`src/include/ebuf_params.svh`:
```
// elastic buffer parameters
// sizes of the word store and the
// credit budgets on both sides

`ifndef EBUF_PARAMS_SVH
`define EBUF_PARAMS_SVH

// ram address width
`define EBUF_ADDR_BITS 4

// payload width
`define EBUF_WORD_BITS 16

// number of slots
// also the credits the sender starts with
`define EBUF_DEPTH (1 << `EBUF_ADDR_BITS)

// credits held towards the receiver after reset
`define EBUF_DN_CREDITS 4

`endif
```
`src/hdl/ebuf_pkg.sv`:
```
// elastic buffer package
// word, address and pointer types shared by
// the buffer blocks and the testbench

`include "ebuf_params.svh"

package ebuf_pkg;

	// one payload word
	typedef logic [`EBUF_WORD_BITS - 1 : 0] word_t;

	// ram slot address
	typedef logic [`EBUF_ADDR_BITS - 1 : 0] addr_t;

	// wrapping pointer
	// extra msb tells full from empty
	typedef logic [`EBUF_ADDR_BITS : 0] ptr_t;

endpackage

```
`src/hdl/ebuf_top.sv`:
```
// elastic buffer top level
// credit-controlled word buffer: ingress writes the ram,
// egress reads it under downstream credit and returns
// upstream credits, all on one clock

`timescale 1ns/1ps

`include "ebuf_params.svh"

module ebuf_top (
	input  logic in_clk_,
	input  logic in_rst,

	// upstream side
	input  logic up_valid,
	input  ebuf_pkg::word_t up_data,
	output logic up_credit,

	// downstream side
	output logic dn_valid,
	output ebuf_pkg::word_t dn_data,
	input  logic dn_credit
);
	import ebuf_pkg::*;

	// ram write port
	logic write_ena;
	addr_t write_addr;
	word_t write_data;

	// ram read port
	logic read_ena;
	addr_t read_addr;
	word_t read_data;

	// ingress pointer for occupancy
	ptr_t wr_ptr;

	ebuf_ingress u_ingress (
		.in_clk_    (in_clk_),
		.in_rst     (in_rst),
		.up_valid   (up_valid),
		.up_data    (up_data),
		.write_ena  (write_ena),
		.write_addr (write_addr),
		.write_data (write_data),
		.wr_ptr     (wr_ptr)
	);

	// simple dual port, both clocks shared
	ram_2port #(
		.NUM_WORDS (`EBUF_DEPTH)
	) u_ram (
		.in_rst     (in_rst),
		.in_clk_1   (in_clk_),
		.write_ena  (write_ena),
		.write_addr (write_addr),
		.write_data (write_data),
		.in_clk_2   (in_clk_),
		.read_ena   (read_ena),
		.read_addr  (read_addr),
		.read_data  (read_data)
	);

	ebuf_egress u_egress (
		.in_clk_   (in_clk_),
		.in_rst    (in_rst),
		.wr_ptr    (wr_ptr),
		.read_ena  (read_ena),
		.read_addr (read_addr),
		.read_data (read_data),
		.dn_valid  (dn_valid),
		.dn_data   (dn_data),
		.dn_credit (dn_credit),
		.up_credit (up_credit)
	);

endmodule

```
`src/hdl/ebuf_egress.sv`:
```
// elastic buffer egress
// works out occupancy from both pointers, spends downstream
// credits on ram reads, presents the returned words downstream
// and hands one upstream credit back per word sent

`timescale 1ns/1ps

`include "ebuf_params.svh"

module ebuf_egress (
	input  logic in_clk_,
	input  logic in_rst,

	// write pointer from ingress
	input  ebuf_pkg::ptr_t wr_ptr,

	// ram read port
	output logic read_ena,
	output ebuf_pkg::addr_t read_addr,
	input  ebuf_pkg::word_t read_data,

	// downstream receiver
	output logic dn_valid,
	output ebuf_pkg::word_t dn_data,
	input  logic dn_credit,

	// credit back to the sender
	output logic up_credit
);
	import ebuf_pkg::*;

	// counter just wide enough for the full budget
	localparam int CRED_BITS = $clog2(`EBUF_DN_CREDITS + 1);

	// next slot to read
	ptr_t rd_ptr;

	// words written but not yet read
	ptr_t occupancy;

	// downstream credits on hand
	logic [CRED_BITS - 1 : 0] credits;

	logic has_word;
	logic issue;

	// marks the cycle the ram register holds a requested word
	logic data_mark;

	assign occupancy = wr_ptr - rd_ptr;
	assign has_word = (occupancy != '0);

	// one read per cycle while a word waits and a credit is left
	assign issue = has_word && (credits != '0);

	// read request register
	always_ff @(posedge in_clk_) begin
		if (in_rst) begin
			rd_ptr <= '0;
			read_ena <= 1'b0;
		end else begin
			read_ena <= issue;
			if (issue) begin
				rd_ptr <= rd_ptr + 1'b1;
			end
		end
	end

	// address only matters while read_ena is high
	always_ff @(posedge in_clk_) begin
		if (issue) begin
			read_addr <= rd_ptr[`EBUF_ADDR_BITS - 1 : 0];
		end
	end

	// credit counter
	// a spend and a return in one cycle cancel out
	always_ff @(posedge in_clk_) begin
		if (in_rst) begin
			credits <= CRED_BITS'(`EBUF_DN_CREDITS);
		end else begin
			case ({issue, dn_credit})
				2'b10: credits <= credits - 1'b1;
				2'b01: credits <= credits + 1'b1;
				default: credits <= credits;
			endcase
		end
	end

	// one-bit delay line, follows the ram output register
	always_ff @(posedge in_clk_) begin
		if (in_rst) begin
			data_mark <= 1'b0;
		end else begin
			data_mark <= read_ena;
		end
	end

	assign dn_valid = data_mark;
	assign dn_data = read_data;

	// slot is free once its word has left the ram
	assign up_credit = data_mark;

	// more than depth means the sender ignored its credits
	a_occupancy: assert property (@(posedge in_clk_) disable iff (in_rst)
		occupancy <= ptr_t'(`EBUF_DEPTH))
		else $error("ebuf_egress: %0d words stored, sender overran its credits",
			occupancy);

	// receiver returned a credit it never got
	a_credit_limit: assert property (@(posedge in_clk_) disable iff (in_rst)
		credits <= `EBUF_DN_CREDITS)
		else $error("ebuf_egress: downstream credits at %0d, above the budget",
			credits);

endmodule

```
`src/hdl/ebuf_ingress.sv`:
```
// elastic buffer ingress
// takes upstream words and writes each one into the ram
// at the slot picked by the wrapping write pointer

`timescale 1ns/1ps

`include "ebuf_params.svh"

module ebuf_ingress (
	input  logic in_clk_,
	input  logic in_rst,

	// upstream sender
	input  logic up_valid,
	input  ebuf_pkg::word_t up_data,

	// ram write port
	output logic write_ena,
	output ebuf_pkg::addr_t write_addr,
	output ebuf_pkg::word_t write_data,

	// to egress for occupancy
	output ebuf_pkg::ptr_t wr_ptr
);
	import ebuf_pkg::*;

	// wrapping write pointer, one bit above the address
	ptr_t ptr;

	assign wr_ptr = ptr;

	// word lands in the ram on the same edge it is accepted
	assign write_ena = up_valid;
	assign write_data = up_data;

	// low bits select the slot
	assign write_addr = ptr[`EBUF_ADDR_BITS - 1 : 0];

	// advance on every accepted word
	// no full check, the sender's credits keep it in range
	always_ff @(posedge in_clk_) begin
		if (in_rst) begin
			ptr <= '0;
		end else if (up_valid) begin
			ptr <= ptr + 1'b1;
		end
	end

	// sender must present a defined word with valid
	a_data_known: assert property (@(posedge in_clk_) disable iff (in_rst)
		up_valid |-> !$isunknown(up_data))
		else $error("ebuf_ingress: up_data unknown while up_valid is high");

endmodule

```
`src/hdl/ram_2port.sv`:
```
// two-port ram
// port 1 writes, port 2 reads through an output register
// read data is zero when the read is off or out of range

`timescale 1ns/1ps

`include "ebuf_params.svh"

module ram_2port #(
	parameter int NUM_WORDS = `EBUF_DEPTH
) (
	// reset
	input  logic in_rst,

	// port 1, write only
	input  logic in_clk_1,
	input  logic write_ena,
	input  ebuf_pkg::addr_t write_addr,
	input  ebuf_pkg::word_t write_data,

	// port 2, read only
	input  logic in_clk_2,
	input  logic read_ena,
	input  ebuf_pkg::addr_t read_addr,
	output ebuf_pkg::word_t read_data
);
	import ebuf_pkg::*;

	// storage, may be smaller than the address range
	word_t words [0 : NUM_WORDS - 1];

	// port 2 output register
	word_t data_2;

	assign read_data = data_2;

	// port 1 write
	// out of range addresses dropped, nothing written during reset
	always_ff @(posedge in_clk_1) begin
		if (!in_rst && write_ena && write_addr < NUM_WORDS) begin
			words[write_addr] <= write_data;
		end
	end

	// port 2 registered read
	always_ff @(posedge in_clk_2) begin
		if (in_rst) begin
			data_2 <= '0;
		end else if (read_ena && read_addr < NUM_WORDS) begin
			data_2 <= words[read_addr];
		end else begin
			// idle or bad address reads as zero
			data_2 <= '0;
		end
	end

	// reader must stay inside the populated slots
	a_read_range: assert property (@(posedge in_clk_2) disable iff (in_rst)
		read_ena |-> read_addr < NUM_WORDS)
		else $error("ram_2port: read at address %0d beyond %0d words",
			read_addr, NUM_WORDS);

endmodule

```
`config.mk`:
```
export PLATFORM = sky130hd
export DESIGN_NAME = ebuf_top
export DESIGN_NICKNAME = d
export VERILOG_FILES = /design/src/hdl/ebuf_pkg.sv /design/src/hdl/ebuf_top.sv /design/src/hdl/ebuf_egress.sv /design/src/hdl/ebuf_ingress.sv /design/src/hdl/ram_2port.sv
export VERILOG_INCLUDE_DIRS = /design/src /design/src/include
export SDC_FILE = /design/constraint.sdc
export NUM_CORES = 1
export LEC_CHECK = 0
export BUFFER_PORTS_ARGS = -buffer_cell sky130_fd_sc_hd__buf_2
export CORE_MARGIN = 2
export CORE_UTILIZATION = 35
export CTS_CLUSTER_DIAMETER = 60
export DETAILED_ROUTE_END_ITERATION = 6
export GPL_ROUTABILITY_DRIVEN = 0
export GPL_TIMING_DRIVEN = 0
export PLACE_DENSITY = 0.62
export SYNTH_ARGS = -nofsm -noshare
export SYNTH_HDL_FRONTEND = slang
export SYNTH_SLANG_ARGS = --single-unit
```
`constraint.sdc`:
```
create_clock -name in_clk_ -period 4.6 [get_ports in_clk_]
set_input_delay 0.69 -clock in_clk_ [delete_from_list [all_inputs] [get_ports in_clk_]]
set_output_delay 0.69 -clock in_clk_ [all_outputs]
set_load 0.1 [all_outputs]
```
==> results by group <==
Synthesis
  • Yosys top cell area share: roughly 70%
  • Synthesized cell area: 11,100 um2
  • Top_reg_cell synth: edfxtp_1
  • Sequential fraction of the synthesis area: 75.9%
  • Post-synth ARST share: 0%
  • FF+latch count, synth: 291
  • Area contributors post-synth: edfxtp_1, mux4_2, dfxtp_1
  • Unique cell type count in the Yosys netlist: 34
  • Post-synth EDFFs: 260
  • Yosys warns: 0
  • Post-Synthesis Cells: roughly 510
  • Yosys top cell by area: edfxtp_1
  • Syn_area_per_cell: around 22 um2
  • Syn Nets: approximately 540

Route
  • Via density: about 5
  • DRC: 0
  • ANT nets after route: 0
  • Met2 wire len: 11.2 mm
  • Drt wl/cell: between 20 and 25 um
  • DR top layer: met4
  • Pre-antenna DRT Iters: 5
  • Drt first-iter violations: about 440
  • DRT met1 WL: ~9 mm
  • Routed via count: around 5.1k
  • Routed WL: 22.4 mm
  • Met3 WL: between 1 and 1.5 mm

Die
  • Die Area: 33,200 um2
  • Initial Util: 35.4%
  • Height of the die: between 150 and 200 um
  • IO Pins: 38
  • Chip width: between 150 and 200 um
  • Site row count: between 60 and 70
  • Core area: 31,400 um2

Final layout
  • Most frequent cells in the layout: edfxtp_1, mux4_2, buf_2
  • Fillers: around 2.7k
  • Commonest non-fill, non-tap cell in the layout: edfxtp_1
  • Layout cell share with drive strength beyond 1: between 20% and 30%
  • Area grow syn2layout: 15.8%
  • Post-layout net count: just over 600
  • Diode count: 0

Clock tree
  • Post_cts resized: 0
  • # H-tree levels: 1
  • Num CTS Buffers: 30
  • # hold bufs at CTS: 0
  • Clk root buf: clkbuf_16
  • Later-pin clock latency in the skew report: between 0.5 and 0.6 ns
  • Sink Count: a little under 300
  • Clk buf depth: 3
  • Setup Buffers After CTS: 0
  • CTS tree: yes
  • Reg clk slew, reported paths: 0.06 ns

STA
  • Final hold violation count: 0
  • Worst-Margin Slew: 1.22 ns
  • Worst rel slew slack: a little under a fifth
  • Hold Slack: 0.496 ns
  • Pins Over Slew Limit: 0
  • Final Skew: just under 0.008 ns
  • Setup violations, final: 0
  • RSZ-0062 raised after global routing: no
  • Minimum clock period: ~3.5 ns
  • Post-route clock period utilization: around 77%
  • Final setup TNS: 0 ns
  • Peak Freq: approximately 0.28 GHz

Critical path
  • CP Class: reg -> reg
  • Critical Path Fanout Max: 5
  • Worst path bufs/invs: 2
  • Worst path max stage delay: approximately 0.45 ns
  • CP Capture Type: register
  • Arrival @ worst endpoint: 3.97 ns
  • Critical-path cell list: inv_1 -> ha_1 -> or3b_2 -> or3_1 -> a211oi_2 -> or2b_2 -> ha_1 -> inv_1 -> fa_1 -> xor2_1 -> o21ai_0 -> or3b_2
  • Worst path required time: between 5 and 6 ns
  • CP max stage cell: or3b_2
  • Crit path max-delay family: simple AND/OR/NAND/NOR gates
  • Critical path launch point type: register

GRT
  • Overflow after GRT: 0
  • First-pass GRT wire length: approximately 33 mm
  • Antenna violations before repair: 0
  • GRT Total Usage: between 10 and 15%
  • Number of global-route vias before repair: approximately 5.5k
  • Largest net degree at the start of global routing: 17

Pwr
  • Clock power frac: about a third
  • Switching share of power: between 20 and 30%
  • Net Sw Power: roughly 2.1 mW
  • Int Pwr: around 5.4 mW
  • Maximum vdd ir drop: 0.274 mV
  • Combinational power share: ~25%
  • PwrDens: just under 600 nW/um2
  • Total power: between 7 and 8 mW
  • Sequential cell fraction of total power: between 40 and 50%
  • Leak Pwr: ~4.2 nW

Worst hold path
  • Hold WC Path Type: in -> reg

Job
  • Max-cap violations: 0

Place
  • Final HPWL DP: about 13 mm
  • I/O Buffers: 37

Run status
  • Status: complete, no violations
registers in the layout, indices dropped and copies added, names as in the netlist:
signal              flops
u_ingress.wr_ptr        5
u_ram.read_data        16
u_egress.read_ena       1
u_egress.read_addr      4
u_egress.credits        3
u_egress.rd_ptr         5
u_ram.words           256
u_egress.dn_valid       1
area by class of cell:
cell class / count / area, um2 / area share (%)
Buffer: 22 / 96.3 / 0.749
Clock buffer: 39 / 816 / 6.34
Clock inverter: 16 / 246 / 1.92
Inverter: 8 / 30.0 / 0.233
Multi-Input combinational cell: 184 / 2560 / 19.9
Sequential cell: 291 / 8430 / 65.5
Tap cell: 402 / 503 / 3.91
Timing Repair Buffer: 37 / 185 / 1.44
synth_stat cells, types with 4 or more instances:
cell type	n
buf_2	8
nor2_1	16
nand2_1	5
mux4_2	80
and2_1	32
edfxtp_1	260
ha_1	10
nand4_1	4
dfxtp_1	31
inv_1	7
nor2b_1	4
xor2_1	5
clkbuf_1	11
routing by layer:
| metal | global-route usage (%) | vias up |
|---|---|---|
| met5 | 0 | - |
| met4 | 4.23 | 0 |
| met3 | 2.41 | 42 |
| met2 | 23.3 | 199 |
| met1 | 18.1 | 2654 |
| li1 | - | 2202 |
worst paths after layout:
path	start	to	slack [ns]	cells after the start
hold reg to reg	u_egress.rd_ptr[3]	u_egress.read_addr[3]	0.52	0
hold / removal	up_valid	u_ingress.wr_ptr[0]	0.50	3
setup reg to reg	u_egress.rd_ptr[1]	u_egress.credits[2]	1.05	12
setup / recovery	u_egress.rd_ptr[1]	u_egress.credits[2]	1.05	12
logic make-up after synthesis:
group,Yosys count,synth area share [%]
fa+ha+maj,11,1.31
mux,86,16.8
compound gates,3,0.203
flops,291,75.9
simple gates,75,3.84
xor+xnor,9,0.833
buf+inv,30,1.14
worst register-to-register path: stages, from the launching register on:
cell and delay (ns):
dfxtp_1 0.41, inv_1 0.07, ha_1 0.21, or3b_2 0.45, or3_1 0.33, a211oi_2 0.32
or2b_2 0.22, ha_1 0.19, inv_1 0.06, fa_1 0.37, xor2_1 0.18, o21ai_0 0.16
or3b_2 0.45
stage by stage:
| step | instances | utilization [%] | setup slack, ns | instance area [um2] |
|---|---|---|---|---|
| after detailed placement | 944 | 37.6 | 1.05 | 11800 |
| after CTS | 999 | 41.0 | 1.04 | 12900 |
| after floorplan | 505 | - | 1.36 | 11100 |
| final | 999 | 41.0 | 1.05 | 12900 |
| after global placement | 944 | 37.6 | 1.19 | 11800 |
| after global routing | 999 | 41.0 | 0.882 | 12900 |
power groups by stage:
stage | clock [mW] | sequential [mW] | combinational, mW
detailed placement | 0 | 3.09 | 1.90
floorplan | 0 | 3.37 | 1.16
finish | 2.56 | 3.03 | 1.87
CTS | 2.61 | 3.03 | 1.91
global placement | 0 | 3.08 | 1.86
global route | 2.70 | 3.04 | 1.99
Power figures use the tool's default switching activity.
